**src/core_isa_pkg.sv**
```systemverilog
package core_isa_pkg;

  // ~~~~~~~~~~~~~~~~~~~~~~~~~~~~~~~~~~~~~~~~~~~~~~~~~~~~~~~~~~~~~~~~~~~~~~~~~~
  // machine sizes
  // ~~~~~~~~~~~~~~~~~~~~~~~~~~~~~~~~~~~~~~~~~~~~~~~~~~~~~~~~~~~~~~~~~~~~~~~~~~

  localparam int xlen        = 32;
  localparam int imem_words  = 64;
  localparam int imem_addr_w = 6;   // log2 of imem_words.

  // ~~~~~~~~~~~~~~~~~~~~~~~~~~~~~~~~~~~~~~~~~~~~~~~~~~~~~~~~~~~~~~~~~~~~~~~~~~
  // instruction word views
  // ~~~~~~~~~~~~~~~~~~~~~~~~~~~~~~~~~~~~~~~~~~~~~~~~~~~~~~~~~~~~~~~~~~~~~~~~~~

  typedef struct packed {
    logic [6:0] funct7;
    logic [4:0] rs2;
    logic [4:0] rs1;
    logic [2:0] funct3;
    logic [4:0] rd;
    logic [6:0] opcode;
  } r_fields_t;

  typedef struct packed {
    logic [11:0] imm12;
    logic [4:0]  rs1;
    logic [2:0]  funct3;
    logic [4:0]  rd;
    logic [6:0]  opcode;
  } i_fields_t;

  // the same fetched word, seen as register fields or as immediate bits.
  typedef union packed {
    r_fields_t r;
    i_fields_t i;
  } instr_u;

  // ~~~~~~~~~~~~~~~~~~~~~~~~~~~~~~~~~~~~~~~~~~~~~~~~~~~~~~~~~~~~~~~~~~~~~~~~~~
  // encodings
  // ~~~~~~~~~~~~~~~~~~~~~~~~~~~~~~~~~~~~~~~~~~~~~~~~~~~~~~~~~~~~~~~~~~~~~~~~~~

  localparam logic [6:0] op_reg    = 7'b0110011;
  localparam logic [6:0] op_imm    = 7'b0010011;
  localparam logic [6:0] op_lui    = 7'b0110111;
  localparam logic [6:0] op_branch = 7'b1100011;
  localparam logic [6:0] op_jal    = 7'b1101111;

  localparam logic [2:0] f3_add_sub = 3'b000;
  localparam logic [2:0] f3_sll     = 3'b001;
  localparam logic [2:0] f3_slt     = 3'b010;
  localparam logic [2:0] f3_sltu    = 3'b011;
  localparam logic [2:0] f3_xor     = 3'b100;
  localparam logic [2:0] f3_srl_sra = 3'b101;
  localparam logic [2:0] f3_or      = 3'b110;
  localparam logic [2:0] f3_and     = 3'b111;

  localparam logic [2:0] f3_beq = 3'b000;
  localparam logic [2:0] f3_bne = 3'b001;
  localparam logic [2:0] f3_blt = 3'b100;
  localparam logic [2:0] f3_bge = 3'b101;

  localparam logic [6:0] funct7_alt = 7'b0100000;  // marks SUB and SRA.

endpackage

```
**src/reg_file.sv**
```systemverilog
`timescale 1ns/1ns

module reg_file (
  input  logic                         clk_i,
  input  logic                         rst_i,
  input  logic [4:0]                   ra1_i,
  input  logic [4:0]                   ra2_i,
  input  logic [4:0]                   wa_i,
  input  logic                         we_i,
  input  logic [core_isa_pkg::xlen-1:0] wd_i,
  output logic [core_isa_pkg::xlen-1:0] rd1_o,
  output logic [core_isa_pkg::xlen-1:0] rd2_o
);
  import core_isa_pkg::*;

  logic [xlen-1:0] regs [32];

  // x0 is never written, so it keeps its reset value of zero.
  always_ff @(posedge clk_i or posedge rst_i) begin
    if (rst_i) begin
      for (int i = 0; i < 32; i++) begin
        regs[i] <= '0;
      end
    end else if (we_i && (wa_i != 5'd0)) begin
      regs[wa_i] <= wd_i;
    end
  end

  assign rd1_o = regs[ra1_i];
  assign rd2_o = regs[ra2_i];

endmodule

```
**config.mk**
```make
export PLATFORM = sky130hd
export DESIGN_NAME = reg_file
export DESIGN_NICKNAME = d
export VERILOG_FILES = /design/src/core_isa_pkg.sv /design/src/reg_file.sv
export SDC_FILE = /design/constraint.sdc
export NUM_CORES = 2
export LEC_CHECK = 0
export ABC_CLOCK_PERIOD_IN_PS = 30300
export BUFFER_PORTS_ARGS = -buffer_cell sky130_fd_sc_hd__buf_2
export CORE_ASPECT_RATIO = 0.7
export CORE_MARGIN = 10
export CORE_UTILIZATION = 25
export DETAILED_ROUTE_END_ITERATION = 8
export PLACE_DENSITY = 0.44
export RECOVER_POWER = 25
export SYNTH_ARGS = -nofsm -noshare
export SYNTH_HDL_FRONTEND = slang
export SYNTH_SLANG_ARGS = --single-unit
```
**constraint.sdc**
```tcl
create_clock -name clk_i -period 30.3 [get_ports clk_i]
set_input_delay 1.515 -clock clk_i [delete_from_list [all_inputs] [get_ports clk_i]]
set_output_delay 1.515 -clock clk_i [all_outputs]
set_load 0.02 [all_outputs]
```
**Word-level counts from Yosys, hierarchy flattened**

Cells that the tools add are included.

- Bits in registers: 1024
- Input port bits: 50
- Logic and storage cells: 51

- Multiplexer cells: 9
- Bitwise logic cells: 3
- Reductions and logical operators: 3
- $lt $le $gt $ge: 4

Operator list:

| operator | count |
|---|---|
| bitwise mux 1024 bit | 1 |
| binary-select mux 32 bit (select 5 bit) | 2 |
| demux 32 bit (select 5 bit) | 1 |
| 2-to-1 mux 32 bit | 5 |
| >= comparator 6 bit, second input constant | 3 |
| inverter 5 -> 6 bit | 3 |
| less-than comparator 6 x 1 -> 1 bit, second input constant | 1 |
| nonzero test 5 bit | 1 |
| logical AND 1 bit | 2 |

**Depth between registers and ports, before layout**

- Word-level depth: 6
- Depth in mapped cells: 8
- Depth with buffers taken out: 5

**Worst setup path after synthesis**

OpenSTA, ideal clock, no wires.

- Path kind: input to output
- Start: input ra1_i[1]
- End: output rd1_o[10] (netlist name)
- Data arrival time: 2825 ps
- Slack: 25960 ps
- Path buffers: 4
- Stages on the path: 8
- Cell sequence: buf_2 buf_4 buf_2 buf_2 mux2i_1 nand2_1 a31oi_1 nand3_1

- Cells in the longest elaborated chain, start to end: 4

RTL lines:

| element | line | source |
|---|---|---|
| from (decl) | reg_file.sv:6 | `input logic [4:0] ra1_i,` |
| inverter 5 -> 6 bit (implied by the code) | reg_file.sv:29 | `assign rd1_o = regs[ra1_i];` |
| binary-select mux 32 bit (select 5 bit) | reg_file.sv:29 |  |
| 2-to-1 mux 32 bit (implied by the code) (2 in series) | reg_file.sv:29 |  |
| to (decl) | reg_file.sv:11 | `output logic [core_isa_pkg::xlen-1:0] rd1_o,` |

Every way passes these cells. The select of a mux whose other input is x is not followed.

==> qor.csv <==
stage;metric;value;unit
worst_setup_path;critical_path_arrival;8.54;ns
synth;ys.warnings.count;0;
cts;clkLatencyLatePin;0.70;ns
synth;syn_inst;4602;
synth;netlist.area_leader.share;45.8;%
outcome;violations;capacitance limit, slew limit;
timing;period_share;25.8;%
synth;async_reset_ff_share;100;%
timing;setup_viol;0;
worst_setup_path;path_buf_inv;7;
floorplan;chipHeight;416;um
timing;relSlewSlack;-180;%
synth;yosysSeqAreaShare;45.8;%
pwr;peakVddDrop;0.0453;mV
finish;stdcell_count;7460;
flow_run;timing.max_cap.violations;20;
route;dr.pass1.iters;7;
route;first_iter_violations;2885;
worst_setup_path;worst-path-max-fanout;172;
worst_hold_path;hold_path.class;flop to flop;
synth;synth_area_leaders;dfrtp_1, mux2_2, mux2i_1, a22oi_1, a22o_1;
floorplan;core_region_area;223000;um2
pwr;leakage;28.4;nW
pwr;p_per_area;63.8;nW/um2
placement;portBuffers;113;
floorplan;die_area;243000;um2
synth;synth_edf_count;0;
synth;synth_common_cells;dfrtp_1, mux2i_1, mux2_2;
cts;cts.sinks;1024;
timing;worst_pin_slew;4.20;ns
grt;grt_pass1_vias;38748;
timing;finalHoldViolCount;0;
timing;rsz0062_at_grt;false;
route;postRouteAntennaNets;0;
worst_setup_path;crit_family;buffers and inverters;
cts;cts_buffer_depth;3;
cts;path_clk_slew;0.06;ns
synth;syn-cell-area;55900;um2
cts;post_cts_resized;0;
route;num_vias;38364;
synth;synth.distinct_cells;29;
route;drc;0;
floorplan;die_x;585;um
synth;ys.flop_type;dfrtp_1;
worst_setup_path;setup.worst_path.start;rst_i;
cts;h-tree-depth;3;
placement;dp_hpwl;110;mm
grt;antenna_found_initial;28;
worst_setup_path;start_kind;input pin;
worst_setup_path;crit_chain;buf_2 -> clkinvlp_2 -> clkbuf_1 -> buf_4 -> buf_12 -> buf_4 -> buf_12;
worst_setup_path;worstPathRequired;31.02;ns
synth;syn_nets;4652;
route;routed_wl;209;mm
worst_setup_path;cp-end-kind;asynchronous set/reset pin;
finish;syn2layout_area_growth;10.5;%
floorplan;start_util;25.1;%
synth;synth_seq_cells;1024;
timing;fmax;128;MHz
cts;cts_tree;yes;
finish;largest_reg_flops;1024;
worst_hold_path;hold_path_startpoint;regs[1014]$_DFFE_PP0P_;
floorplan;core.rowCount;145;
cts;cts_buffers;105;
cts;postCtsSetupRepairBufs;0;
finish;layout-drive-gt1-share;29.7;%
synth;syn_area_per_cell;12.2;um2
worst_setup_path;crit_path_top_delay_cell;clkbuf_1;
timing;drv_slew;576;
timing;min_period;7.82;ns
route;wl_per_cell;28.0;um
finish;layout.nets;4486;
finish;regMostFlops;regs;
grt;grt_start_max_net_pins;173;
synth;synth.largest_area_cell;dfrtp_1;
grt;grt_overflow;0;
cts;postCtsHoldBufs;0;
finish;reg_top3;regs x1024;
outcome;status;finished, violations left;
floorplan;num_io_pins;114;
grt;grt_pass1_wl;298;mm
timing;skew;0;ns
worst_setup_path;cpPeakStageDelay;2.28;ns
placement;dp.cells;7269;
placement;place.gp.congestion;0.736;
route;vias_per_cell;5.14;
cts;cts_root_buf;clkbuf_16;
grt;grt_usage;16.5;%
worst_setup_path;timing.rr.start;regs[604]$_DFFE_PP0P_;
worst_setup_path;worstSetupPathType;input pin to asynchronous set/reset pin;
timing;finalSetupTns;0;ns
[routing by layer]
layer	vias to the layer above	wire length [um]	track usage (%)
met1	20409	101000	24.1
met3	298	11700	3.32
met4	12	5330	3.99
met5	-	86	0
li1	16610	-	-
met2	1035	90600	25.0
[where the power goes]
group          internal, mW  switching (mW)  leakage [nW]
registers              1.63           0.196          13.1
clock network         0.745           0.593          1.69
logic                 0.391           0.390          13.6
[cells in the final DEF, fill, tap and decap left out, types with 5 or more instances in the layout]
| master | synthesis | final |
|---|---|---|
| mux2i_1 | 1024 | 1024 |
| dfrtp_1 | 1024 | 1024 |
| mux2_2 | 954 | 954 |
| nand2_1 | 210 | 200 |
| nand3_1 | 194 | 194 |
| a22oi_1 | 192 | 192 |
| a21oi_1 | 192 | 192 |
| a22o_1 | 128 | 128 |
| buf_2 | 109 | 110 |
| clkbuf_16 | 0 | 106 |
| buf_4 | 69 | 68 |
| nor3_1 | 65 | 65 |
| a31oi_1 | 64 | 64 |
| mux2_1 | 38 | 38 |
| clkbuf_1 | 229 | 35 |
| clkinv_2 | 0 | 23 |
| clkbuf_8 | 0 | 22 |
| nor2_1 | 3 | 10 |
| nand2_2 | 0 | 10 |
| nor2_4 | 16 | 9 |
| bufinv_16 | 0 | 6 |
| buf_12 | 0 | 6 |
| diode_2 | 0 | 5 |
[final timing paths]
check	endpoint	slack, ns	cells after the start
max in group clk_i	rd2_o[1]	22.72	10
worst min-delay path	regs[1014]$_DFFE_PP0P_	0.40	0
worst max-delay path	regs[19]$_DFFE_PP0P_	22.48	7
worst min register to register	regs[1014]$_DFFE_PP0P_	0.40	0
worst max register to register	regs[604]$_DFFE_PP0P_	29.47	1
min in group asynchronous	regs[645]$_DFFE_PP0P_	1.14	2
[cell type report]
cell class	count	area, um2
fill	23015	161000
multi-input combinational	3104	27800
sequential	1024	25600
tap	2940	3680
clock buffer	149	3030
timing repair buffer	200	1260
clock inverter	37	370
antenna	5	12.5
inverter	1	5.00
[metrics by stage]
stage	worst slack (ns)	hold WS, ns	total power [mW]	instance area, um2	util, %
floorplan	14.67	0.449	2.40	55900	-
global placement	22.80	0.384	2.61	58600	26.3
detailed placement	22.83	0.388	2.63	58600	26.3
CTS	22.83	0.401	3.98	62000	27.8
global route	21.22	0.405	4.14	61800	27.7
finish	22.48	0.398	3.94	61800	27.7
[cells by family (layout without fill, tap and decap cells)]
kind of cell / count (synthesis) / after routing / synth area share [%]
muxes: 2016 / 2016 / 38.3
DFF: 1024 / 1024 / 45.8
AOI/OAI and AO/OA: 576 / 576 / 7.01
and+or+nand+nor: 512 / 512 / 4.40
buffers and inverters: 474 / 387 / 4.49
other: 0 / 5 / 0
Power figures use the tool's default switching activity.
