**config.mk**
```make
export PLATFORM = sky130hd
export DESIGN_NAME = instr_mem
export DESIGN_NICKNAME = d
export VERILOG_FILES = /design/src/core_isa_pkg.sv /design/src/instr_mem.sv
export SDC_FILE = /design/constraint.sdc
export NUM_CORES = 2
export LEC_CHECK = 0
export BUFFER_PORTS_ARGS = -buffer_cell sky130_fd_sc_hd__buf_2
export CAP_MARGIN = 0
export CORE_ASPECT_RATIO = 1.25
export CORE_MARGIN = 2
export CORE_UTILIZATION = 50
export DETAILED_ROUTE_END_ITERATION = 6
export PLACE_DENSITY = 0.63
export SKIP_LAST_GASP = 1
export SYNTH_ARGS = -nofsm -noshare
export SYNTH_HDL_FRONTEND = slang
export SYNTH_SLANG_ARGS = --single-unit
```
**constraint.sdc**
```tcl
create_clock -name clk_i -period 101.2 [get_ports clk_i]
set_clock_uncertainty 0.2 [all_clocks]
set_input_delay 20.24 -clock clk_i [delete_from_list [all_inputs] [get_ports clk_i]]
set_output_delay 20.24 -clock clk_i [all_outputs]
set_load 0.03 [all_outputs]
```
**src/core_isa_pkg.sv**
```systemverilog
package core_isa_pkg;

  // ~~~~~~~~~~~~~~~~~~~~~~~~~~~~~~~~~~~~~~~~~~~~~~~~~~~~~~~~~~~~~~~~~~~~~~~~~~
  // machine sizes
  // ~~~~~~~~~~~~~~~~~~~~~~~~~~~~~~~~~~~~~~~~~~~~~~~~~~~~~~~~~~~~~~~~~~~~~~~~~~

  localparam int xlen        = 32;
  localparam int imem_words  = 64;
  localparam int imem_addr_w = 6;   // log2 of imem_words.

  // ~~~~~~~~~~~~~~~~~~~~~~~~~~~~~~~~~~~~~~~~~~~~~~~~~~~~~~~~~~~~~~~~~~~~~~~~~~
  // instruction word views
  // ~~~~~~~~~~~~~~~~~~~~~~~~~~~~~~~~~~~~~~~~~~~~~~~~~~~~~~~~~~~~~~~~~~~~~~~~~~

  typedef struct packed {
    logic [6:0] funct7;
    logic [4:0] rs2;
    logic [4:0] rs1;
    logic [2:0] funct3;
    logic [4:0] rd;
    logic [6:0] opcode;
  } r_fields_t;

  typedef struct packed {
    logic [11:0] imm12;
    logic [4:0]  rs1;
    logic [2:0]  funct3;
    logic [4:0]  rd;
    logic [6:0]  opcode;
  } i_fields_t;

  // the same fetched word, seen as register fields or as immediate bits.
  typedef union packed {
    r_fields_t r;
    i_fields_t i;
  } instr_u;

  // ~~~~~~~~~~~~~~~~~~~~~~~~~~~~~~~~~~~~~~~~~~~~~~~~~~~~~~~~~~~~~~~~~~~~~~~~~~
  // encodings
  // ~~~~~~~~~~~~~~~~~~~~~~~~~~~~~~~~~~~~~~~~~~~~~~~~~~~~~~~~~~~~~~~~~~~~~~~~~~

  localparam logic [6:0] op_reg    = 7'b0110011;
  localparam logic [6:0] op_imm    = 7'b0010011;
  localparam logic [6:0] op_lui    = 7'b0110111;
  localparam logic [6:0] op_branch = 7'b1100011;
  localparam logic [6:0] op_jal    = 7'b1101111;

  localparam logic [2:0] f3_add_sub = 3'b000;
  localparam logic [2:0] f3_sll     = 3'b001;
  localparam logic [2:0] f3_slt     = 3'b010;
  localparam logic [2:0] f3_sltu    = 3'b011;
  localparam logic [2:0] f3_xor     = 3'b100;
  localparam logic [2:0] f3_srl_sra = 3'b101;
  localparam logic [2:0] f3_or      = 3'b110;
  localparam logic [2:0] f3_and     = 3'b111;

  localparam logic [2:0] f3_beq = 3'b000;
  localparam logic [2:0] f3_bne = 3'b001;
  localparam logic [2:0] f3_blt = 3'b100;
  localparam logic [2:0] f3_bge = 3'b101;

  localparam logic [6:0] funct7_alt = 7'b0100000;  // marks SUB and SRA.

endpackage

```
**src/instr_mem.sv**
```systemverilog
`timescale 1ns/1ns

module instr_mem (
  input  logic                                clk_i,
  input  logic                                rst_i,
  input  logic                                we_i,
  input  logic [core_isa_pkg::imem_addr_w-1:0] waddr_i,
  input  logic [core_isa_pkg::xlen-1:0]        wdata_i,
  input  logic [core_isa_pkg::xlen-1:0]        pc_i,
  output logic [core_isa_pkg::xlen-1:0]        instr_o
);
  import core_isa_pkg::*;

  logic [xlen-1:0]        mem [imem_words];
  logic [imem_addr_w-1:0] raddr;

  assign raddr = pc_i[imem_addr_w+1:2];  // byte address to word index.

  // program load port.
  always_ff @(posedge clk_i or posedge rst_i) begin
    if (rst_i) begin
      for (int i = 0; i < imem_words; i++) begin
        mem[i] <= '0;
      end
    end else if (we_i) begin
      mem[waddr_i] <= wdata_i;
    end
  end

  assign instr_o = mem[raddr];

endmodule

```
Yosys cells after proc, flatten, opt, wreduce, memory -nomap -nowiden:

Cells that the tools add are included.

* output and inout port bits: 32
* memory bits (read-only): 0
* RAM bits: 0
* memories kept: 0
* flip-flop bits (word level): 2048
* latch bits: 0
* input bits: 73

* multiply operators: 0
* muxes and demuxes: 6
* eq/ne operators: 0
* shift operators: 0
* add/subtract/negate cells: 0
* bitwise gates (word level): 2
* order comparisons: 3
* divide/modulo/power cells: 0
* reductions and logical operators: 1

Operators by type and width (number)
* 2048-bit bitwise mux: 1
* 32-bit binary-select mux with 6-bit select: 1
* 32-bit demux with 6-bit select: 1
* 32-bit 2-to-1 mux: 3
* 7-bit greater-or-equal comparator, second input constant: 2
* 6-bit inverter with 7-bit output: 2
* 7-bit by 1-bit < comparator with 1-bit output, second input constant: 1
* 1-bit logical AND: 1

Longest topological paths before layout:

* word-level depth: 6
* depth in mapped cells: 10
* mapped depth without buffers: 5

Least setup slack after synthesis:

Ideal clock, no wire load.

* kind: input -> output
* start point: in pc_i[2] (netlist bit)
* end point: out instr_o[13] (netlist bit)
* arrival time: 22368 ps
* data required time: 80760 ps
* cell stages on the path: 7
* buffers on the path: 3
* path slack: 58392 ps
* path through: buf_2 buf_2 buf_2 mux4_2 mux4_2 a211oi_1 a21oi_1

* word-level cells in the longest chain between the ends: 4

Ends and longest elaborated chain
* start, declared: line instr_mem.sv:9 `input logic [core_isa_pkg::xlen-1:0] pc_i,`
* 6-bit inverter with 7-bit output (not written as such): line instr_mem.sv:30 `assign instr_o = mem[raddr];`
* 32-bit binary-select mux with 6-bit select: line instr_mem.sv:30
* 32-bit 2-to-1 mux (not written as such) (2 in a row): line instr_mem.sv:30
* end, declared: line instr_mem.sv:10 `output logic [core_isa_pkg::xlen-1:0] instr_o`

No other way between the ends. The select of a mux whose other input is x is not followed.

Worst setup path in the final report:

* start point: in pc_i[4] (netlist bit)
* end point: out instr_o[19] (netlist bit)

The elaborated chain is that of the path after synthesis.

==> key figures <==
Place
  • GP Congestion: 0.735
  • Post-DP HPWL: 129 mm
  • Placed instance count: 7,679
  • Buffers on Ports: 78
  • Placed instance area: 95,100 µm²

Floorplanning
  • Die X: 389 µm
  • Die ar.: 189,000 µm²
  • Number of top-level pins: 105
  • Core ar.: 184,000 µm²
  • Number of rows in the core area: 176
  • Die Ht: 485 µm
  • Starting Density: 50.4%

Logic synthesis
  • Net Count, Synth: 5,732
  • Cell types with the highest counts after synthesis: 2,065 x mux2_2, 2,048 x dfrtp_1, 597 x mux4_2
  • Yosys synthesis warning count: 0
  • Largest area contributor in the netlist: dfrtp_1
  • Cells after Synth: 5,659
  • Post-Syn Area per Cell: 16.4 µm²
  • Most numerous cell in the Yosys netlist: mux2_2
  • FF+latch count, synth: 2,048
  • FFs w/ async S/R, synth: 100%
  • Main synth FF type: dfrtp_1
  • Top area cells in the synthesized netlist: dfrtp_1 55%, mux2_2 25%, mux4_2 15%, clkbuf_1 1.2%, mux2i_1 0.80%
  • Mapped cell area: 92,700 µm²
  • Sequential area share after synthesis: 55.3%
  • Synth top area share: 55.3%
  • Post-synth cell types: 36
  • Post-synth EDFFs: 0

Global route
  • First-pass GRT wire length: 363 mm
  • Vias in the first global route: 54,000
  • Largest net degree at the start of global routing: 177
  • Met2 GRT Util: 41.9%
  • Total GRT Usage: 26.1%
  • Met1 Use GR: 37.3%
  • Grt ovf: 0
  • Initial antenna violation count: 13
  • GRT Max-Usage Layer: met2
  • Grt met3 use: 4.07%

Setup path
  • FF-to-FF path depth: 1
  • Crit. Startpoint: pc_i[4]
  • CP Capture Type: primary output
  • Reg-to-reg endpoint: mem[131]
  • R2r setup slk: 100,210 ps
  • Req. time, crit path: 80,760 ps
  • CP Max Fanout: 78
  • Worst EP arrival: 25,490 ps
  • FF-to-FF Start: mem[131]
  • Startpoint Class: primary input
  • Crit Path Category: primary input to primary output

Timing
  • Final setup vio count: 0
  • Worst-case hold slack: 296 ps
  • RSZ-0062 raised after global routing: false
  • Worst-Margin Slew: 1280 ps
  • Max-slew headroom: 14.9%
  • Max Clk Rate: 21.8 MHz
  • Min Tclk post-route: 45,930 ps
  • Total Neg Setup Slack: 0 ps
  • Final Hold Vio Count: 0
  • Pins Over Slew Limit: 0
  • Tcrit/Tclk final: 45.4%

Run status
  • Outcome: complete, no violations

Pwr
  • Power density over the cells: 19.8 nW/µm²
  • Lkg Pwr: 0.0472 µW
  • Maximum VDD drop: 17.4 µV

Hold path
  • Worst Hold Depth: 1
  • Min-Delay Endpoint: mem[617]
  • Worst hold path class: flip-flop to flip-flop
  • Hold Crit Start: mem[617]

CTS
  • Post-CTS Hold Buffers: 0
  • Clk Latency, worst-skew pair: 850 ps
  • Setup Buffers After CTS: 0
  • Clock Sinks: 2,048
  • Resize count post-CTS: 0
  • Num CTS Buffers: 205
  • CTS tree: yes
  • CTS Buffer Depth: 3
  • Root Buffer: clkbuf_16
  • H-tree Lvls: 4
  • Worst-path clk slew: 50 ps

Routing
  • Iteration-0 DRC Markers: 3,233
  • DR vias/cell: 6.24
  • Wire length per cell: 30.0 µm
  • DR DRC count: 0
  • DR vias: 50,300
  • Drt pass-1 iters: 5
  • Routed wire length: 242 mm
  • Antenna Violating Nets Remaining: 0

Cells and area
  • Finished Layout Cells: 8,064
  • Top Registers: mem x2048
  • Max reg flops: 2,048
  • Biggest register: mem
  • Nets: 5,556
  • Final instance area: 102,000 µm²
  • Layout cell share with drive strength beyond 1: 58.1%
  • Layout area overhead: 10.1%

Run
  • Max Cap Violations: 0
worst max-delay path by stage:
stage               cells after the start           to  slack (ps)
CTS                                     9  instr_o[19]       55230
detailed placement                      9  instr_o[19]       55230
floorplan                               1       mem[0]       22910
global route                            9  instr_o[20]       55050
global placement                        9  instr_o[19]       55250
finish                                  9  instr_o[19]       55270
per-layer routing:
layer  vias up  wire length [µm]
li1      20700                 -
met2      1011            116000
met3       360             11100
met5         -                79
met1     28200            108000
met4        12              6520
final cells by class:
cell class	count	area (µm²)
repair buffers	204	1460
well taps	2403	3010
inverters	1	11.3
flip-flops and latches	2048	51200
clock buffers	307	6240
multi-input cells	3023	39300
fillers	14600	82000
diodes	6	15.0
clock inverters	72	774
power breakdown:
group / internal, µW / leakage [µW] / switching [µW] / total [µW]
clock network: 456 / 0.00350 / 327 / 783
registers: 927 / 0.0272 / 50.1 / 977
logic: 151 / 0.0165 / 108 / 259
total: 1530 / 0.0472 / 486 / 2020
worst max-delay path, stage by stage:
cell and delay (ps):
buf_8 580, buf_4 770, buf_4 830, buf_4 840, mux4_2 610, nor2b_1 140
a211oi_1 890, a21oi_1 140, buf_2 250
per-stage QoR:
step,total power [µW],setup slack [ps],utilization (%)
2_1_floorplan,1200,22910,-
3_3_place_gp,1240,55250,51.6
3_5_place_dp,1250,55230,51.6
4_1_cts,2040,55230,55.4
5_1_grt,2110,55050,55.4
6_report,2020,55270,55.5
layout by cell type, fill, tap and decap left out, types with 2 or more instances in the layout:
master	synthesis	final
buf_4	23	121
nand2b_1	12	12
nor2_4	0	30
o211ai_1	16	16
inv_16	0	2
nand2_1	69	39
buf_8	0	3
a21oi_1	38	38
or2_2	3	3
nand2_2	0	30
buf_2	81	72
a211oi_1	19	19
nand3_1	8	7
nor2_1	39	9
inv_6	0	7
clkinv_8	0	2
a22oi_1	17	17
nor3_1	7	4
clkinvlp_4	0	4
nor2b_1	23	22
nor3_2	0	3
and2_1	3	3
buf_12	0	6
clkbuf_8	0	67
or3b_2	2	2
clkinv_2	0	44
mux2_2	2065	2065
clkbuf_16	0	208
mux4_2	597	597
clkbuf_1	303	33
o22ai_1	11	11
mux2i_1	74	74
bufinv_16	0	12
diode_2	0	6
dfrtp_1	2048	2048
and3b_1	2	2
a221o_1	8	8
cell families after synthesis:
group,synth area share (%)
AO/OA/AOI/OAI,0.830
buffers and inverters,2.63
flip-flops,55.3
multiplexers,40.4
AND/OR/NAND/NOR,0.869
Power figures use the tool's default switching activity.
