## config.mk

```make
export PLATFORM = sky130hd
export DESIGN_NAME = instr_decode
export DESIGN_NICKNAME = d
export VERILOG_FILES = /design/src/core_isa_pkg.sv /design/src/core_alu_pkg.sv /design/src/instr_decode.sv
export SDC_FILE = /design/constraint.sdc
export NUM_CORES = 1
export LEC_CHECK = 0
export ABC_AREA = 1
export BUFFER_PORTS_ARGS = -buffer_cell sky130_fd_sc_hd__clkbuf_2
export CELL_PAD_IN_SITES_DETAIL_PLACEMENT = 1
export CELL_PAD_IN_SITES_GLOBAL_PLACEMENT = 1
export CORE_ASPECT_RATIO = 0.7
export CORE_UTILIZATION = 22
export DETAILED_ROUTE_END_ITERATION = 8
export MAX_ROUTING_LAYER = met4
export PLACE_DENSITY_LB_ADDON = 0.2
export REMOVE_ABC_BUFFERS = 1
export SYNTH_ARGS = -nofsm -noshare
export SYNTH_HDL_FRONTEND = slang
export SYNTH_SLANG_ARGS = --single-unit
```

## constraint.sdc

```tcl
create_clock -name vclk -period 1.9
set_input_delay 0.285 -clock vclk [all_inputs]
set_output_delay 0.285 -clock vclk [all_outputs]
set_load 0.005 [all_outputs]
```

## src/core_isa_pkg.sv

```systemverilog
package core_isa_pkg;

  // ~~~~~~~~~~~~~~~~~~~~~~~~~~~~~~~~~~~~~~~~~~~~~~~~~~~~~~~~~~~~~~~~~~~~~~~~~~
  // machine sizes
  // ~~~~~~~~~~~~~~~~~~~~~~~~~~~~~~~~~~~~~~~~~~~~~~~~~~~~~~~~~~~~~~~~~~~~~~~~~~

  localparam int xlen        = 32;
  localparam int imem_words  = 64;
  localparam int imem_addr_w = 6;   // log2 of imem_words.

  // ~~~~~~~~~~~~~~~~~~~~~~~~~~~~~~~~~~~~~~~~~~~~~~~~~~~~~~~~~~~~~~~~~~~~~~~~~~
  // instruction word views
  // ~~~~~~~~~~~~~~~~~~~~~~~~~~~~~~~~~~~~~~~~~~~~~~~~~~~~~~~~~~~~~~~~~~~~~~~~~~

  typedef struct packed {
    logic [6:0] funct7;
    logic [4:0] rs2;
    logic [4:0] rs1;
    logic [2:0] funct3;
    logic [4:0] rd;
    logic [6:0] opcode;
  } r_fields_t;

  typedef struct packed {
    logic [11:0] imm12;
    logic [4:0]  rs1;
    logic [2:0]  funct3;
    logic [4:0]  rd;
    logic [6:0]  opcode;
  } i_fields_t;

  // the same fetched word, seen as register fields or as immediate bits.
  typedef union packed {
    r_fields_t r;
    i_fields_t i;
  } instr_u;

  // ~~~~~~~~~~~~~~~~~~~~~~~~~~~~~~~~~~~~~~~~~~~~~~~~~~~~~~~~~~~~~~~~~~~~~~~~~~
  // encodings
  // ~~~~~~~~~~~~~~~~~~~~~~~~~~~~~~~~~~~~~~~~~~~~~~~~~~~~~~~~~~~~~~~~~~~~~~~~~~

  localparam logic [6:0] op_reg    = 7'b0110011;
  localparam logic [6:0] op_imm    = 7'b0010011;
  localparam logic [6:0] op_lui    = 7'b0110111;
  localparam logic [6:0] op_branch = 7'b1100011;
  localparam logic [6:0] op_jal    = 7'b1101111;

  localparam logic [2:0] f3_add_sub = 3'b000;
  localparam logic [2:0] f3_sll     = 3'b001;
  localparam logic [2:0] f3_slt     = 3'b010;
  localparam logic [2:0] f3_sltu    = 3'b011;
  localparam logic [2:0] f3_xor     = 3'b100;
  localparam logic [2:0] f3_srl_sra = 3'b101;
  localparam logic [2:0] f3_or      = 3'b110;
  localparam logic [2:0] f3_and     = 3'b111;

  localparam logic [2:0] f3_beq = 3'b000;
  localparam logic [2:0] f3_bne = 3'b001;
  localparam logic [2:0] f3_blt = 3'b100;
  localparam logic [2:0] f3_bge = 3'b101;

  localparam logic [6:0] funct7_alt = 7'b0100000;  // marks SUB and SRA.

endpackage

```

## src/core_alu_pkg.sv

```systemverilog
package core_alu_pkg;

  // ~~~~~~~~~~~~~~~~~~~~~~~~~~~~~~~~~~~~~~~~~~~~~~~~~~~~~~~~~~~~~~~~~~~~~~~~~~
  // ALU operations
  // ~~~~~~~~~~~~~~~~~~~~~~~~~~~~~~~~~~~~~~~~~~~~~~~~~~~~~~~~~~~~~~~~~~~~~~~~~~

  typedef enum logic [3:0] {
    alu_add,
    alu_sub,
    alu_and,
    alu_or,
    alu_xor,
    alu_sll,
    alu_srl,
    alu_sra,
    alu_slt,
    alu_sltu,
    alu_eq,   // the four compares drive the branch flag.
    alu_ne,
    alu_lt,
    alu_ge
  } alu_op_t;

  typedef enum logic {
    opb_rs2,
    opb_imm
  } opb_sel_t;

  // write-back source for the destination register.
  typedef enum logic [1:0] {
    wb_alu,
    wb_imm,
    wb_pc4
  } wb_sel_t;

endpackage

```

## src/instr_decode.sv

```systemverilog
`timescale 1ns/1ns

module instr_decode (
  input  core_isa_pkg::instr_u          instr_i,
  output core_alu_pkg::alu_op_t         alu_op_o,
  output core_alu_pkg::opb_sel_t        opb_sel_o,
  output core_alu_pkg::wb_sel_t         wb_sel_o,
  output logic [core_isa_pkg::xlen-1:0] imm_o,
  output logic                          rd_we_o,
  output logic                          branch_o,
  output logic                          jal_o,
  output logic                          illegal_o
);
  import core_isa_pkg::*;
  import core_alu_pkg::*;

  logic [xlen-1:0] imm_i_ext;
  logic [xlen-1:0] imm_b_ext;
  logic [xlen-1:0] imm_u_ext;
  logic [xlen-1:0] imm_j_ext;

  // ~~~~~~~~~~~~~~~~~~~~~~~~~~~~~~~~~~~~~~~~~~~~~~~~~~~~~~~~~~~~~~~~~~~~~~~~~~
  // immediates, all taken from the I view of the word
  // ~~~~~~~~~~~~~~~~~~~~~~~~~~~~~~~~~~~~~~~~~~~~~~~~~~~~~~~~~~~~~~~~~~~~~~~~~~

  assign imm_i_ext = {{20{instr_i.i.imm12[11]}}, instr_i.i.imm12};

  // the B format scatters its bits over the imm12 and rd slots.
  assign imm_b_ext = {{19{instr_i.i.imm12[11]}}, instr_i.i.imm12[11], instr_i.i.rd[0],
                      instr_i.i.imm12[10:5], instr_i.i.rd[4:1], 1'b0};

  assign imm_u_ext = {instr_i.i.imm12, instr_i.i.rs1, instr_i.i.funct3, 12'b0};

  assign imm_j_ext = {{11{instr_i.i.imm12[11]}}, instr_i.i.imm12[11], instr_i.i.rs1,
                      instr_i.i.funct3, instr_i.i.imm12[0], instr_i.i.imm12[10:1], 1'b0};

  // ~~~~~~~~~~~~~~~~~~~~~~~~~~~~~~~~~~~~~~~~~~~~~~~~~~~~~~~~~~~~~~~~~~~~~~~~~~
  // control decode, from the R view
  // ~~~~~~~~~~~~~~~~~~~~~~~~~~~~~~~~~~~~~~~~~~~~~~~~~~~~~~~~~~~~~~~~~~~~~~~~~~

  always_comb begin
    alu_op_o  = alu_add;
    opb_sel_o = opb_rs2;
    wb_sel_o  = wb_alu;
    imm_o     = '0;
    rd_we_o   = 1'b0;
    branch_o  = 1'b0;
    jal_o     = 1'b0;
    illegal_o = 1'b0;

    case (instr_i.r.opcode)
      op_reg: begin
        rd_we_o = 1'b1;
        if (instr_i.r.funct7 == 7'b0) begin
          case (instr_i.r.funct3)
            f3_add_sub: alu_op_o = alu_add;
            f3_sll:     alu_op_o = alu_sll;
            f3_slt:     alu_op_o = alu_slt;
            f3_sltu:    alu_op_o = alu_sltu;
            f3_xor:     alu_op_o = alu_xor;
            f3_srl_sra: alu_op_o = alu_srl;
            f3_or:      alu_op_o = alu_or;
            default:    alu_op_o = alu_and;   // f3_and is the only one left.
          endcase
        end else if (instr_i.r.funct7 == funct7_alt && instr_i.r.funct3 == f3_add_sub) begin
          alu_op_o = alu_sub;
        end else if (instr_i.r.funct7 == funct7_alt && instr_i.r.funct3 == f3_srl_sra) begin
          alu_op_o = alu_sra;
        end else begin
          illegal_o = 1'b1;
        end
      end

      op_imm: begin
        rd_we_o   = 1'b1;
        opb_sel_o = opb_imm;
        imm_o     = imm_i_ext;
        case (instr_i.r.funct3)
          f3_add_sub: alu_op_o = alu_add;
          f3_slt:     alu_op_o = alu_slt;
          f3_xor:     alu_op_o = alu_xor;
          f3_or:      alu_op_o = alu_or;
          f3_and:     alu_op_o = alu_and;
          default:    illegal_o = 1'b1;  // no shift or unsigned immediates here.
        endcase
      end

      op_lui: begin
        rd_we_o  = 1'b1;
        wb_sel_o = wb_imm;
        imm_o    = imm_u_ext;
      end

      op_branch: begin
        branch_o = 1'b1;
        imm_o    = imm_b_ext;
        case (instr_i.r.funct3)
          f3_beq:  alu_op_o = alu_eq;
          f3_bne:  alu_op_o = alu_ne;
          f3_blt:  alu_op_o = alu_lt;
          f3_bge:  alu_op_o = alu_ge;
          default: illegal_o = 1'b1;
        endcase
      end

      op_jal: begin
        rd_we_o  = 1'b1;
        jal_o    = 1'b1;
        wb_sel_o = wb_pc4;
        imm_o    = imm_j_ext;
      end

      default: illegal_o = 1'b1;
    endcase

    // an illegal word has no architectural effect besides the PC step.
    if (illegal_o) begin
      rd_we_o  = 1'b0;
      branch_o = 1'b0;
      jal_o    = 1'b0;
    end
  end

endmodule

```

Yosys cells after proc, flatten, opt, wreduce, memory -nomap -nowiden. Cells that the tools add are included.

Mux-type cells: 22. Reductions and logical operators: 8. Eq/ne operators: 13.

Operator list (count): 32-bit one-hot mux with 4 select lines (1); 4-bit one-hot mux with 4 select lines (2); 4-bit one-hot mux with 7 select lines (1); 7-bit by 6-bit == test with 1-bit output, second input constant (3); 7-bit == test, second input constant (2); 3-bit == test, second input constant (4); 1-bit 2-to-1 mux (12); 4-bit one-hot mux with 3 select lines (1); 4-bit OR reduction (2); 7-bit by 5-bit == test with 1-bit output, second input constant (1); 7-bit zero test (1); 3-bit by 2-bit == test with 1-bit output, second input constant (2); 3-bit 2-to-1 mux (2); 5-bit OR reduction (1); 4-bit 2-to-1 mux (1); 1-bit one-hot mux with 4 select lines (1); 2-bit one-hot mux with 2 select lines (1); 3-bit by 1-bit == test with 1-bit output, second input constant (1); 3-bit zero test (1); 1-bit logical AND (2); 2-bit OR reduction (1).

Bits in registers: 0. Output and inout bits: 43. Input bits: 32.

Depth between registers and ports, before layout.
Word-level depth: 7. Depth in mapped cells: 9.

Least setup slack after synthesis. Ideal clock, no wire load.

Path type: in2out. Start: in instr_i[1] (netlist name). End: out illegal_o. Required time: 1.615 ns. Path slack: 0.588 ns. Arrival: 1.027 ns. Stages: 6. Path through: nand2_1 nor2_4 nand2_2 nand3_1 nor2_1 or2_1.

Word-level cells in the longest chain between the ends: 3. Elaborated cells between the ends (all ways): 7. Those cells by class: eq/ne: 5; mux: 1; reduce/logical: 1.

Ends and longest elaborated chain: start, declared (line instr_decode.sv:4) `input core_isa_pkg::instr_u instr_i,`; 7-bit == test or 7-bit by 6-bit == test with 1-bit output (tied branches) (line instr_decode.sv:51) `case (instr_i.r.opcode)`; 2-bit OR reduction (no line); 1-bit one-hot mux with 4 select lines (*) (line instr_decode.sv:51); end, declared (line instr_decode.sv:12) `output logic illegal_o`.

Mark *: on every way between the ends. The rest lies on a longest branch, timed or not.

Final worst setup path.
Start: in instr_i[6] (netlist name). End: out imm_o[31] (netlist name).

Word-level cells in the longest chain between the ends: 2. Elaborated cells between the ends (all ways): 5. Those cells by class: eq/ne: 4; mux: 1.

Ends and longest elaborated chain: 7-bit == test (tied with other cells) (line instr_decode.sv:51); 32-bit one-hot mux with 4 select lines (*) (line instr_decode.sv:51); end, declared (line instr_decode.sv:8) `output logic [core_isa_pkg::xlen-1:0] imm_o,`.

Marked as above.

==> results.tsv <==
stage	metric	value	unit
run_status	status	finished, violations left	
run_status	violations	design-rule violations	
drt	drtIter0Drc	45	
flow_run	maxCapViolCount	0	
logic_synthesis	synth_area	724.4	µm²
drt	drc	10	
finish	num-nets-final	260	
global_route	antenna_found_initial	0	
die	io_pins	75	
critical_path	cp-end-kind	primary output	
sta	tns	0	ns
die	die_w	70.59	µm
critical_path	crit_slowest_cell	a21oi_2	
drt	ant_nets	0	
drt	vias	1210	
drt	dr.pass1.iters	6	
logic_synthesis	yosys.area.top_type	nand2_1	
finish	drive_above_1_share	42.92	%
placed_design	dpl.cell_count	264	
critical_path	critPathCapture	imm_o[31]	
critical_path	crit_type	in2out	
finish	area_growth	57.17	%
logic_synthesis	synth_most_common_cell	nand2_1	
critical_path	start_kind	input pin	
finish	antenna_cells	0	
sta	max_freq	0.6132	GHz
drt	wl_per_cell	10.92	µm
finish	fillCellCount	492	
logic_synthesis	ys_top_cells_by_area	nand2_1 (21%), inv_1 (13%), nand3_1 (11%)	
sta	rsz0062_at_grt	false	
die	core-area	3148	µm²
hold_path	min_path_type	in2out	
die	die_area	3530	µm²
pwr	power.density	92.36	nW/µm²
logic_synthesis	yosysWarnings	0	
placed_design	post-dp-hpwl	2.520	mm
finish	numSequentialCells	0	
drt	avgViaCountPerCell	4.583	
drt	wirelength	2.882	mm
die	initial_core_util	23.01	%
pwr	cellLeakagePower	0.7834	nW
critical_path	crit_chain	clkbuf_2 -> nand2_1 -> nor2_2 -> nand2_2 -> a21oi_2 -> nor2_2 -> o21ai_0 -> clkbuf_2	
critical_path	cp.arrival	1.35	ns
logic_synthesis	netlist_instances	152	
sta	relSlewSlack	83.18	%
critical_path	max_stage_delay	0.23	ns
sta	period_share	85.83	%
die	die_y	50.01	µm
placed_design	port_buffers	75	
logic_synthesis	seq_area_frac_synth	0	%
critical_path	cp-startpoint	instr_i[6]	
logic_synthesis	synth_cell_types	21	
sta	worst_slew_pin_slew	0.2513	ns
logic_synthesis	synth_commonest_cells	nand2_1 (41), inv_1 (26), nor2_1 (18)	
global_route	grt_pass1_wl	5.009	mm
pwr	peakVddDrop	0.00003347	V
global_route	grt_pass1_vias	1136	
critical_path	cp_max_fo	7	
logic_synthesis	synth_top_area_share	21.24	%
finish	n_clock_buffer	0	
critical_path	critPathRequiredTime	1.62	ns
logic_synthesis	avgSynthCellArea	4.766	µm²
global_route	grt_usage	17.18	%
cts	holdBufCountCts	0	
finish	final_cell_count_no_fill	264	
sta	fin_crit	1.631	ns
finish	register_area	0	µm²
global_route	grt_start_max_net_pins	13	
cts	cts_setup_buffers	0	
cts	cts_resized	0	
sta	hold_viol_final	0	
die	rows	17	
sta	setup_violations	0	
global_route	overflow	0	
placed_design	place.gp.congestion	0.8305	
sta	slew_viol_final	0	
[cells by family (layout without fill, tap and decap cells)]
kind of cell / after synthesis / count (layout) / share of synthesized area [%]
compound gates: 25 / 25 / 21.59
simple gates: 93 / 93 / 59.24
buf+inv: 34 / 108 / 19.17
[cells in the final DEF (no fill, tap or decap), drive strengths merged]
master  instances
o211ai          6
nor3            1
nand2          47
nand4           2
nor2           25
nand3          16
inv            32
clkbuf         75
o22ai           1
or2             1
buf             1
a21oi           1
nand3b          1
o21ai          17
[per-stage QoR]
stage	hold WS (ns)	area (µm²)	setup WS (ns)	total power, W	utilization, %
floorplan	0.6056	708.2	0.4947	0.00004493	-
global placement	0.8405	1139	0.2815	0.0001050	36.17
detailed placement	0.8444	1139	0.2645	0.0001057	36.17
CTS	0.8459	1139	0.2626	0.0001063	36.17
global route	0.8688	1139	0.1300	0.0001205	36.17
finish	0.8403	1139	0.2692	0.0001052	36.17
[worst min path at each step]
stage | end | start | cells after the start | slack, ns
2_1_floorplan | branch_o | instr_i[13] | 1 | 0.61
3_3_place_gp | imm_o[17] | instr_i[17] | 4 | 0.84
3_5_place_dp | imm_o[17] | instr_i[17] | 4 | 0.84
4_1_cts | imm_o[17] | instr_i[17] | 4 | 0.85
5_1_grt | imm_o[17] | instr_i[17] | 4 | 0.87
6_report | imm_o[17] | instr_i[17] | 4 | 0.84
[cell type report]
| type | count | area (µm²) | area share [%] |
|---|---|---|---|
| Inverter | 32 | 122.6 | 10.77 |
| Timing Repair Buffer | 76 | 382.9 | 33.63 |
| Multi-Input combinational cell | 118 | 585.6 | 51.43 |
| Tap cell | 38 | 47.55 | 4.176 |
[critical path, delay by kind of cell]
kind,cells,cell delay [ns]
AOI/OAI and AO/OA,2,0.31
and+or+nand+nor,4,0.51
buffers and inverters,2,0.24
[metal layers]
layer  part of all wire (%)  GRT usage, %
met1                     50         24.03
met3                    5.6        0.4090
met2                     45         29.61
met4                      0             0
met5                      0             -
[power by group]
part,total (W),switching (W),internal [W]
sequential,0,0,0
combinational,0.000105,0.0000615,0.0000436
clock,0,0,0
total,0.000105,0.0000615,0.0000436
(Power assumes the default switching activity.)
