[config.mk]
export PLATFORM = sky130hd
export DESIGN_NAME = wb_result
export DESIGN_NICKNAME = d
export VERILOG_FILES = /design/src/core_isa_pkg.sv /design/src/core_alu_pkg.sv /design/src/wb_result.sv
export SDC_FILE = /design/constraint.sdc
export NUM_CORES = 1
export LEC_CHECK = 0
export BUFFER_PORTS_ARGS = -buffer_cell sky130_fd_sc_hd__buf_2
export CELL_PAD_IN_SITES_DETAIL_PLACEMENT = 0
export CELL_PAD_IN_SITES_GLOBAL_PLACEMENT = 1
export CORE_AREA = 10 10 93 87
export DETAILED_ROUTE_END_ITERATION = 12
export DIE_AREA = 0 0 103 97
export PLACE_DENSITY_LB_ADDON = 0.1
export SLEW_MARGIN = 20
export SYNTH_ARGS = -nofsm -noshare
export SYNTH_HDL_FRONTEND = slang
export SYNTH_SLANG_ARGS = --single-unit
[constraint.sdc]
create_clock -name clk_i -period 2.35 [get_ports clk_i]
set_clock_uncertainty 0.05 [all_clocks]
set_input_delay 0.235 -clock clk_i [delete_from_list [all_inputs] [get_ports clk_i]]
set_output_delay 0.235 -clock clk_i [all_outputs]
set_load 0.05 [all_outputs]
[src/core_isa_pkg.sv]
package core_isa_pkg;

  // ~~~~~~~~~~~~~~~~~~~~~~~~~~~~~~~~~~~~~~~~~~~~~~~~~~~~~~~~~~~~~~~~~~~~~~~~~~
  // machine sizes
  // ~~~~~~~~~~~~~~~~~~~~~~~~~~~~~~~~~~~~~~~~~~~~~~~~~~~~~~~~~~~~~~~~~~~~~~~~~~

  localparam int xlen        = 32;
  localparam int imem_words  = 64;
  localparam int imem_addr_w = 6;   // log2 of imem_words.

  // ~~~~~~~~~~~~~~~~~~~~~~~~~~~~~~~~~~~~~~~~~~~~~~~~~~~~~~~~~~~~~~~~~~~~~~~~~~
  // instruction word views
  // ~~~~~~~~~~~~~~~~~~~~~~~~~~~~~~~~~~~~~~~~~~~~~~~~~~~~~~~~~~~~~~~~~~~~~~~~~~

  typedef struct packed {
    logic [6:0] funct7;
    logic [4:0] rs2;
    logic [4:0] rs1;
    logic [2:0] funct3;
    logic [4:0] rd;
    logic [6:0] opcode;
  } r_fields_t;

  typedef struct packed {
    logic [11:0] imm12;
    logic [4:0]  rs1;
    logic [2:0]  funct3;
    logic [4:0]  rd;
    logic [6:0]  opcode;
  } i_fields_t;

  // the same fetched word, seen as register fields or as immediate bits.
  typedef union packed {
    r_fields_t r;
    i_fields_t i;
  } instr_u;

  // ~~~~~~~~~~~~~~~~~~~~~~~~~~~~~~~~~~~~~~~~~~~~~~~~~~~~~~~~~~~~~~~~~~~~~~~~~~
  // encodings
  // ~~~~~~~~~~~~~~~~~~~~~~~~~~~~~~~~~~~~~~~~~~~~~~~~~~~~~~~~~~~~~~~~~~~~~~~~~~

  localparam logic [6:0] op_reg    = 7'b0110011;
  localparam logic [6:0] op_imm    = 7'b0010011;
  localparam logic [6:0] op_lui    = 7'b0110111;
  localparam logic [6:0] op_branch = 7'b1100011;
  localparam logic [6:0] op_jal    = 7'b1101111;

  localparam logic [2:0] f3_add_sub = 3'b000;
  localparam logic [2:0] f3_sll     = 3'b001;
  localparam logic [2:0] f3_slt     = 3'b010;
  localparam logic [2:0] f3_sltu    = 3'b011;
  localparam logic [2:0] f3_xor     = 3'b100;
  localparam logic [2:0] f3_srl_sra = 3'b101;
  localparam logic [2:0] f3_or      = 3'b110;
  localparam logic [2:0] f3_and     = 3'b111;

  localparam logic [2:0] f3_beq = 3'b000;
  localparam logic [2:0] f3_bne = 3'b001;
  localparam logic [2:0] f3_blt = 3'b100;
  localparam logic [2:0] f3_bge = 3'b101;

  localparam logic [6:0] funct7_alt = 7'b0100000;  // marks SUB and SRA.

endpackage

[src/core_alu_pkg.sv]
package core_alu_pkg;

  // ~~~~~~~~~~~~~~~~~~~~~~~~~~~~~~~~~~~~~~~~~~~~~~~~~~~~~~~~~~~~~~~~~~~~~~~~~~
  // ALU operations
  // ~~~~~~~~~~~~~~~~~~~~~~~~~~~~~~~~~~~~~~~~~~~~~~~~~~~~~~~~~~~~~~~~~~~~~~~~~~

  typedef enum logic [3:0] {
    alu_add,
    alu_sub,
    alu_and,
    alu_or,
    alu_xor,
    alu_sll,
    alu_srl,
    alu_sra,
    alu_slt,
    alu_sltu,
    alu_eq,   // the four compares drive the branch flag.
    alu_ne,
    alu_lt,
    alu_ge
  } alu_op_t;

  typedef enum logic {
    opb_rs2,
    opb_imm
  } opb_sel_t;

  // write-back source for the destination register.
  typedef enum logic [1:0] {
    wb_alu,
    wb_imm,
    wb_pc4
  } wb_sel_t;

endpackage

[src/wb_result.sv]
`timescale 1ns/1ns

module wb_result (
  input  logic                          clk_i,
  input  logic                          rst_i,
  input  logic                          en_i,
  input  core_alu_pkg::wb_sel_t         wb_sel_i,
  input  logic                          rd_we_i,
  input  logic                          branch_i,
  input  logic                          jal_i,
  input  logic                          flag_i,
  input  logic [core_isa_pkg::xlen-1:0] imm_i,
  input  logic [core_isa_pkg::xlen-1:0] alu_result_i,
  output logic [core_isa_pkg::xlen-1:0] pc_o,
  output logic [core_isa_pkg::xlen-1:0] wd_o,
  output logic                          we_o
);
  import core_isa_pkg::*;
  import core_alu_pkg::*;

  logic [imem_addr_w+1:0] pc_q;     // byte address inside the memory range.
  logic [imem_addr_w+1:0] pc_step;
  logic [xlen-1:0]        pc_plus4;
  logic                   take;

  assign pc_o     = {{(xlen-imem_addr_w-2){1'b0}}, pc_q};
  assign pc_plus4 = pc_o + 32'd4;
  assign take     = (branch_i && flag_i) || jal_i;
  assign pc_step  = take ? imm_i[imem_addr_w+1:0] : (imem_addr_w+2)'(4);

  always_comb begin
    case (wb_sel_i)
      wb_imm:  wd_o = imm_i;
      wb_pc4:  wd_o = pc_plus4;  // link address for JAL.
      default: wd_o = alu_result_i;
    endcase
  end

  assign we_o = rd_we_i && en_i;

  // the narrow adder wraps the PC within the memory.
  always_ff @(posedge clk_i or posedge rst_i) begin
    if (rst_i) begin
      pc_q <= '0;
    end else if (en_i) begin
      pc_q <= pc_q + pc_step;
    end
  end

endmodule

After elaboration in Yosys (flattened, before gate mapping)
Cells that the tools add are included.
W data, S select, Z words.
{"block": "word_totals", "reg_bits": 8, "elab_cells": 10}
{"block": "op_classes", "add_sub_neg": 2, "n_eq_ne": 2, "mux": 2, "n_reduce_logical": 3}
{"op": "$pmux W32 S2", "count": 1}
{"op": "$add A8 B3 Y9 const B", "count": 1}
{"op": "$add A8 B8 Y8", "count": 1}
{"op": "$mux W8", "count": 1}
{"op": "$eq A2 B1 Y1 const B", "count": 1}
{"op": "$eq A2 B2 Y1 const B", "count": 1}
{"op": "$logic_and A1 B1 Y1", "count": 2}
{"op": "$logic_or A1 B1 Y1", "count": 1}

Depth between registers and ports, before layout
Gate-level depths: netlist of run 1.
{"block": "depth", "word_depth": 4, "depth_mapped": 10, "depth_no_buf": 10}

Worst setup path after synthesis of run 1
OpenSTA, ideal clock, no wires.
{"block": "synth_timing", "kind": "register to output", "from": "register pc_q[3]", "to": "output wd_o[6] (netlist name)", "t_arrival_ps": 2416, "required_ps": 2065, "slack_ps": -351, "path_stages_with_launch": 6, "path_buffers": 0, "cell_sequence": "dfrtp_1 ha_1 nand3_1 xnor2_1 a22oi_1 o21ai_0"}
{"block": "synth_between", "elab_chain_cells": 2}
{"item": "from (decl)", "line": "wb_result.sv:21", "source": "logic [imem_addr_w+1:0] pc_q;"}
{"item": "from (signal assigned)", "line": "wb_result.sv:46", "source": "pc_q <= pc_q + pc_step;"}
{"item": "$add A8 B3 Y9", "line": "wb_result.sv:27", "source": "assign pc_plus4 = pc_o + 32'd4;"}
{"item": "$pmux W32 S2", "line": "wb_result.sv:32", "source": "case (wb_sel_i)"}
{"item": "to (decl)", "line": "wb_result.sv:15", "source": "output logic [core_isa_pkg::xlen-1:0] wd_o,"}
No other way between the ends.

Final worst setup path of run 1
{"block": "layout_timing", "from": "input branch_i", "to": "register pc_q[6]"}
{"block": "layout_between", "elab_chain_cells": 4}
{"item": "from (decl)", "line": "wb_result.sv:9", "source": "input logic branch_i,"}
{"item": "$logic_and A1 B1 Y1", "line": "wb_result.sv:28", "source": "assign take = (branch_i && flag_i) || jal_i;"}
{"item": "$logic_or A1 B1 Y1", "line": "wb_result.sv:28"}
{"item": "$mux W8", "line": "wb_result.sv:29", "source": "assign pc_step = take ? imm_i[imem_addr_w+1:0] : (imem_addr_w+2)'(4);"}
{"item": "$add A8 B8 Y8", "line": "wb_result.sv:46"}
No other way between the ends.
A chain may end at the register's enable or synchronous reset.

==> summary.md, run 1 <==
| Metric | Value |
|---|---|
| Status | `completed` |
| VDD IR max | `0.4327 mV` |
| Largest Register | `pc_q` |
| DRC Markers | `0` |
| Worst Path Class, Setup | `in -> reg` |
| Max Cap Violations | `0` |
| Worst Hold Endpoint | `pc_q[2]` |
| Reg2Reg Launch Point | `pc_q[0]` |
| Final ANT Viol Nets | `0` |
| # resized after CTS | `0` |
| Final Hold Viols | `0` |
| Detailed-router iteration count before antenna repair | `4` |
| Leakage | `1.109 nW` |
| Htree depth | `1` |
| Post-synthesis sequential area ratio | `14.68%` |
| Ys Warns | `0` |
| Post-Layout Cell Count | `~360` |
| Largest area contributor in the netlist | `dfrtp_1` |
| Hold Startpoint | `en_i` |
| Rows | `27` |
| R2R depth | `8` |
| Slowest stage delay, CP | `0.48 ns` |
| Vias in the first global route | `1,605` |
| Syn Inst Count | `around 180` |
| Crit path max fanout | `7` |
| Critical path capture point type | `register` |
| Num CTS Buffers | `3` |
| Clk_lat worst skew | `roughly 0.23 ns` |
| Max Slew Vio Count | `0` |
| Initial antenna violation count | `0` |
| Ys flop type | `dfrtp_1` |
| Top flop regs | `pc_q: 8 flops` |
| Core Area | `0.006081 mm^2` |
| Crit path DAT | `2.13 ns` |
| DR vias | `1,565` |
| Worst hold path type | `in -> reg` |
| Die X | `103 um` |
| Hold path depth | `3` |
| Synth unique cells | `38` |
| TNS Setup | `0 ns` |
| Vias/cell | `4.335` |
| Fmax | `495.1 MHz` |
| Asr flop ratio synth | `100.0%` |
| Drt wl/cell | `16.25 um` |
| GRT Resource Usage Total | `10.68%` |
| Dpl hpwl | `5.145 mm` |
| Worst Hold Slack | `0.2972 ns` |
| Placement Cell Area | `around 0.0019 mm^2` |
| Area contributors post-synth | `dfrtp_1, a22o_1, buf_4` |
| Worst R2R End | `pc_q[6]` |
| Die height | `97 um` |
| Avg Cell Area, Syn | `7.749 um^2` |
| CP max-delay cell | `or4_1` |
| WP data required | `~2.5 ns` |
| CTS tree | `done` |
| Final #Nets | `375` |
| Largest net degree at the start of global routing | `24` |
| RSZ-0062 raised after global routing | `no` |
| R2r setup slk | `a little under 0.4 ns` |
| Synth cell count leaders | `buf_4, a22o_1, nand2_1` |
| Grt total ovfl | `0` |
| Clk root buf | `clkbuf_8` |
| Type of element launching the critical path | `primary input` |
| Mapped cell area | `about 0.0014 mm^2` |
| Worst-path clk slew | `0.04 ns` |
| Gpl congestion | `0.7730` |
| Dpl cells | `357` |
| N_diodes | `0` |
| Most common cell in the synthesized netlist | `buf_4` |
| Area Growth Syn to Fin | `45.96%` |
| Port-buffer cells | `113` |
| Top cell type's share of synthesized area | `14.68%` |
| Final instance area | `0.001991 mm^2` |
| Minimum period implied by the final worst setup slack | `2.020 ns` |
| Period utilization | `between 80% and 90%` |
| First-pass GRT wire length | `8.590 mm` |
| DRT Wirelength | `5.865 mm` |
| Synthesized flop and latch total | `8` |
| Final setup viols | `0` |
| Starting density of the core | `between 20 and 25%` |
| Top Ports | `138` |
| EDFF count, synth | `0` |
| Max FFs per register | `8` |
| Share of layout cells above drive strength 1 | `45.33%` |
| DIE AREA | `0.009991 mm^2` |
| Pwr dens | `962.1 mW/mm^2` |
| Pwr Total | `1.915 mW` |
| Iteration-0 DRC Markers | `between 50 and 60` |
| CTS Buffer Depth | `2` |
| CTS Sinks | `8` |
| Crit-path cells | `buf_2 -> a21oi_1 -> buf_4 -> or2_2 -> ha_1 -> nor2b_1 -> o21ai_1 -> a21boi_1 -> or4_1 -> nand3_1` |
## logic make-up (layout without fill, tap and decap cells)
group	Yosys count	count (layout)	share of synthesized area, %
AO/OA/AOI/OAI	59	59	32.84
adder cells (fa/ha/maj)	11	11	10.64
multiplexers	4	4	3.211
buffers and inverters	45	135	19.08
flip-flops	8	8	14.68
AND/OR/NAND/NOR	41	41	14.77
XOR/XNOR	7	7	4.496
other	1	24	0.2750
## layout by cell type (no fill, tap or decap), drive strengths merged, types with 2 or more instances in the layout
cell type,count
conb,24
dfrtp,8
o21ai,14
a31oi,2
a221oi,2
a21oi,3
a211oi,2
inv,10
nor3,3
buf,120
ha,10
xnor2,5
a21o,3
nand3,6
nand2,16
xor2,2
a22o,22
clkbuf,3
nor2,4
mux2,3
nor2b,7
a22oi,7
## what timing repair did
item	4_1_cts	5_1_grt
hold buffers	1	0
buffers inserted	0	0
hold endpoints to repair	8	0
## metal layers
metal	routed length, um	vias up	GRT usage [%]
met5	0	-	0
met4	35	0	1.382
met3	484	4	3.762
met2	2965	62	19.24
met1	2380	682	11.82
li1	-	817	-
## per-stage QoR
step	utilization, %	setup slack, ns
floorplan	-	0.02611
global placement	31.89	0.05982
detailed placement	31.89	0.09079
CTS	32.74	0.3195
global route	32.74	0.1159
finish	32.74	0.3300
## area by class of cell
type	count	area, um^2
timing repair buffer	121	628.1
multi-input combinational	146	989.7
fill	680	4090
tap	72	90.09
clock buffer	3	41.29
sequential	8	200.2
inverter	11	41.29
## power by group
group	internal, mW	total [mW]	leakage (nW)	switching (mW)
clock network	0.111	0.168	0.0216	0.0567
registers	0.210	0.330	0.0947	0.119
logic	0.441	1.42	0.993	0.977
## how the worst max path moves through the flow
stage               startpoint  depth (start not counted)      end
finish                branch_i                         10  pc_q[6]
global placement      branch_i                         11  pc_q[5]
CTS                    pc_q[2]                          5  wd_o[4]
floorplan              pc_q[3]                          5  wd_o[6]
global route          branch_i                         12  pc_q[6]
detailed placement    branch_i                         10  pc_q[6]
## worst max-delay path, delay by kind of cell
family	cells	cell delay (ns)
AO/OA/AOI/OAI	3	0.34
adder cells (fa/ha/maj)	1	0.33
buffers and inverters	2	0.23
AND/OR/NAND/NOR	4	0.99
(Power assumes the default switching activity.)
==> run 2, diff against run 1 <==
--- a/config.mk
+++ b/config.mk
@@ -5,12 +5,14 @@
 export SDC_FILE = /design/constraint.sdc
 export NUM_CORES = 1
 export LEC_CHECK = 0
+export ABC_CLOCK_PERIOD_IN_PS = 2350
 export BUFFER_PORTS_ARGS = -buffer_cell sky130_fd_sc_hd__buf_2
 export CELL_PAD_IN_SITES_DETAIL_PLACEMENT = 0
 export CELL_PAD_IN_SITES_GLOBAL_PLACEMENT = 1
 export CORE_AREA = 10 10 93 87
 export DETAILED_ROUTE_END_ITERATION = 12
 export DIE_AREA = 0 0 103 97
+export HOLD_SLACK_MARGIN = 0.05
 export PLACE_DENSITY_LB_ADDON = 0.1
 export SLEW_MARGIN = 20
 export SYNTH_ARGS = -nofsm -noshare
==> constraint.sdc (replaced) <==
create_clock -name clk_i -period 2.35 [get_ports clk_i]
set_clock_uncertainty 0.05 [all_clocks]
set_input_delay 0.47 -clock clk_i [delete_from_list [all_inputs] [get_ports clk_i]]
set_output_delay 0.47 -clock clk_i [all_outputs]
set_load 0.05 [all_outputs]
==> summary.md, run 2 (synthesis gave the netlist of run 1 again) <==
| Metric | Value |
|---|---|
| Post CTS Setup Buffer Count | `0` |
| TNS Setup | `0 ns` |
| Die height | `between 90 and 100 um` |
| CTS Sinks | `8` |
| CP most frequent cell | `buf_2` |
| DRC Markers | `0` |
| Initial antenna violation count | `0` |
| Drt wl/cell | `16.17 um` |
| Minimum period implied by the final worst setup slack | `2.249 ns` |
| Fmax | `444.7 MHz` |
| Vias/cell | `around 4.4` |
| Max Slew Vio Count | `0` |
| Starting density of the core | `22.43%` |
| Max Cap Violations | `0` |
| Post-Layout Cell Count | `about 370` |
| Status | `completed` |
| Worst-path clk slew | `0.05 ns` |
| Dpl hpwl | `5.240 mm` |
| Top Ports | `~140` |
| Clk pwr share | `8.5%` |
| Largest Register | `pc_q` |
| Worst Setup EP | `wd_o[29]` |
| Seq pwr share | `16.5%` |
| Worst Hold Slack | `0.1471 ns` |
| Sw Pwr | `1.185 mW` |
| Worst R2R End | `pc_q[6]` |
| # hold bufs at CTS | `0` |
| Clk_lat worst skew | `0.23 ns` |
| Critical path capture point type | `output port` |
| Num CTS Buffers | `3` |
| Grt total ovfl | `0` |
| Crit path DAT | `1.73 ns` |
| Die X | `103 um` |
| Clk root buf | `clkbuf_8` |
| Multi-input logic area | `0.001051 mm^2` |
| RSZ-0062 raised after global routing | `no` |
| Iteration-0 DRC Markers | `54` |
| First-pass GRT wire length | `around 9.0 mm` |
| N_diodes | `0` |
| DR vias | `1,608` |
| Max FFs per register | `8` |
| DIE AREA | `0.009991 mm^2` |
| DRT Wirelength | `slightly below 6 mm` |
| Commonest non-fill, non-tap cell in the layout | `buf_2` |
| Port-buffer cells | `113` |
| Type of element launching the critical path | `primary input` |
| Placement Cell Area | `0.002071 mm^2` |
| R2r setup slk | `0.45 ns` |
| Slowest stage delay, CP | `0.32 ns` |
| Int Pwr | `0.8445 mW` |
| Net Sw Frac | `58.39%` |
| Pwr dens | `955.4 mW/mm^2` |
| Finished Core Util | `34.94%` |
| Register area | `201.4 um^2` |
| Rows | `27` |
| Final instance area | `around 0.0021 mm^2` |
| CP max-delay cell | `ha_1` |
| Area Growth Syn to Fin | `55.78%` |
| Final setup viols | `0` |
| Dpl cells | `about 370` |
| Crit-path cells | `buf_2 -> inv_1 -> ha_1 -> nor2b_1 -> buf_12 -> a22o_2 -> buf_2` |
| Vias in the first global route | `1,611` |
| Largest net degree at the start of global routing | `29` |
| Worst hold path type | `in -> async` |
| GRT Resource Usage Total | `11.25%` |
| Worst Path Class, Setup | `in -> out` |
| VDD IR max | `0.4278 mV` |
| Core Area | `0.006081 mm^2` |
| R2R depth | `6` |
| Period utilization | `95.68%` |
| Reg2Reg Launch Point | `pc_q[2]` |
| Final ANT Viol Nets | `0` |
| Top flop regs | `pc_q: 8 flops` |
| Share of layout cells above drive strength 1 | `around 57%` |
| Commonest non-fill, non-tap cells in the layout | `buf_2, conb_1, a22o_2, nand2_1, buf_4` |
| Leakage | `1.165 nW` |
| Htree depth | `1` |
| Combinational Power Share | `roughly three quarters` |
| Fillcell total | `682` |
| CTS Buffer Depth | `2` |
| Crit path launch | `wb_sel_i[0]` |
| Crit path max fanout | `22` |
| Gpl congestion | `0.7629` |
| CTS tree | `done` |
| Final Hold Viols | `0` |
| Detailed-router iteration count before antenna repair | `4` |
| Final #Nets | `382` |
| WP data required | `1.83 ns` |
## run 2: cell types whose count changed in the layout (fill, tap and decap cells not counted), moves of 2 or more
cell,delta
buf_2,-2
clkbuf_4,+2
o21ai_1,-3
buf_4,+6
a21oi_2,+2
a22o_2,+20
o21ai_2,+7
a22o_1,-20
o21ai_0,-4
a21oi_1,-2
## run 2: area by class of cell
cell class	count	area share [%]
Clock buffer	3	1.943
Timing Repair Buffer	128	32.92
Sequential cell	8	9.482
Inverter	11	1.943
Tap cell	72	4.240
Multi-Input combinational cell	146	49.47
## run 2: how the worst min path moves through the flow
| stage | start | end | slack [ns] | cells past startpoint |
|---|---|---|---|---|
| 2_1_floorplan | rst_i | pc_q[0] | 0.24 | 1 |
| 3_3_place_gp | rst_i | pc_q[5] | 0.41 | 2 |
| 3_5_place_dp | rst_i | pc_q[5] | 0.41 | 2 |
| 4_1_cts | rst_i | pc_q[5] | 0.17 | 2 |
| 5_1_grt | rst_i | pc_q[5] | 0.17 | 2 |
| 6_report | rst_i | pc_q[5] | 0.15 | 2 |
## run 2: critical path, delay by kind of cell
family | cells | cell delay (ns)
buffers and inverters | 4 | 0.58
and+or+nand+nor | 1 | 0.21
adders and majority gates | 1 | 0.32
AOI/OAI and AO/OA | 1 | 0.14
## run 2: per-layer routing
| metal | global-route usage [%] | wire, um | share of wire [%] | up-vias |
|---|---|---|---|---|
| met3 | 3.407 | 499 | 8.4 | 2 |
| met2 | 20.21 | 3134 | 53 | 66 |
| met5 | 0 | 0 | 0 | - |
| met1 | 12.88 | 2295 | 39 | 710 |
| met4 | 1.275 | 22 | 0.37 | 0 |
| li1 | - | - | - | 830 |
## run 2: per-stage QoR
| stage | setup WS (ns) | power [mW] |
|---|---|---|
| 2_1_floorplan | -0.2089 | 1.460 |
| 3_3_place_gp | 0.002754 | 1.871 |
| 3_5_place_dp | -0.02025 | 1.866 |
| 4_1_cts | 0.06562 | 2.047 |
| 5_1_grt | 0.001294 | 2.188 |
| 6_report | 0.1014 | 2.030 |
## run 2: repair_timing
action / in CTS / in global routing
endpoints found under the hold margin: 0 / 0
gates resized for setup: 0 / 5
endpoints found under the setup margin: 0 / 4
## run 2: power by group through the flow
stage / clock, mW / combinational, mW / sequential, mW
CTS: 0.176 / 1.53 / 0.339
global placement: 0 / 1.53 / 0.341
global route: 0.185 / 1.65 / 0.352
finish: 0.172 / 1.52 / 0.335
detailed placement: 0 / 1.53 / 0.339
floorplan: 0 / 0.912 / 0.548
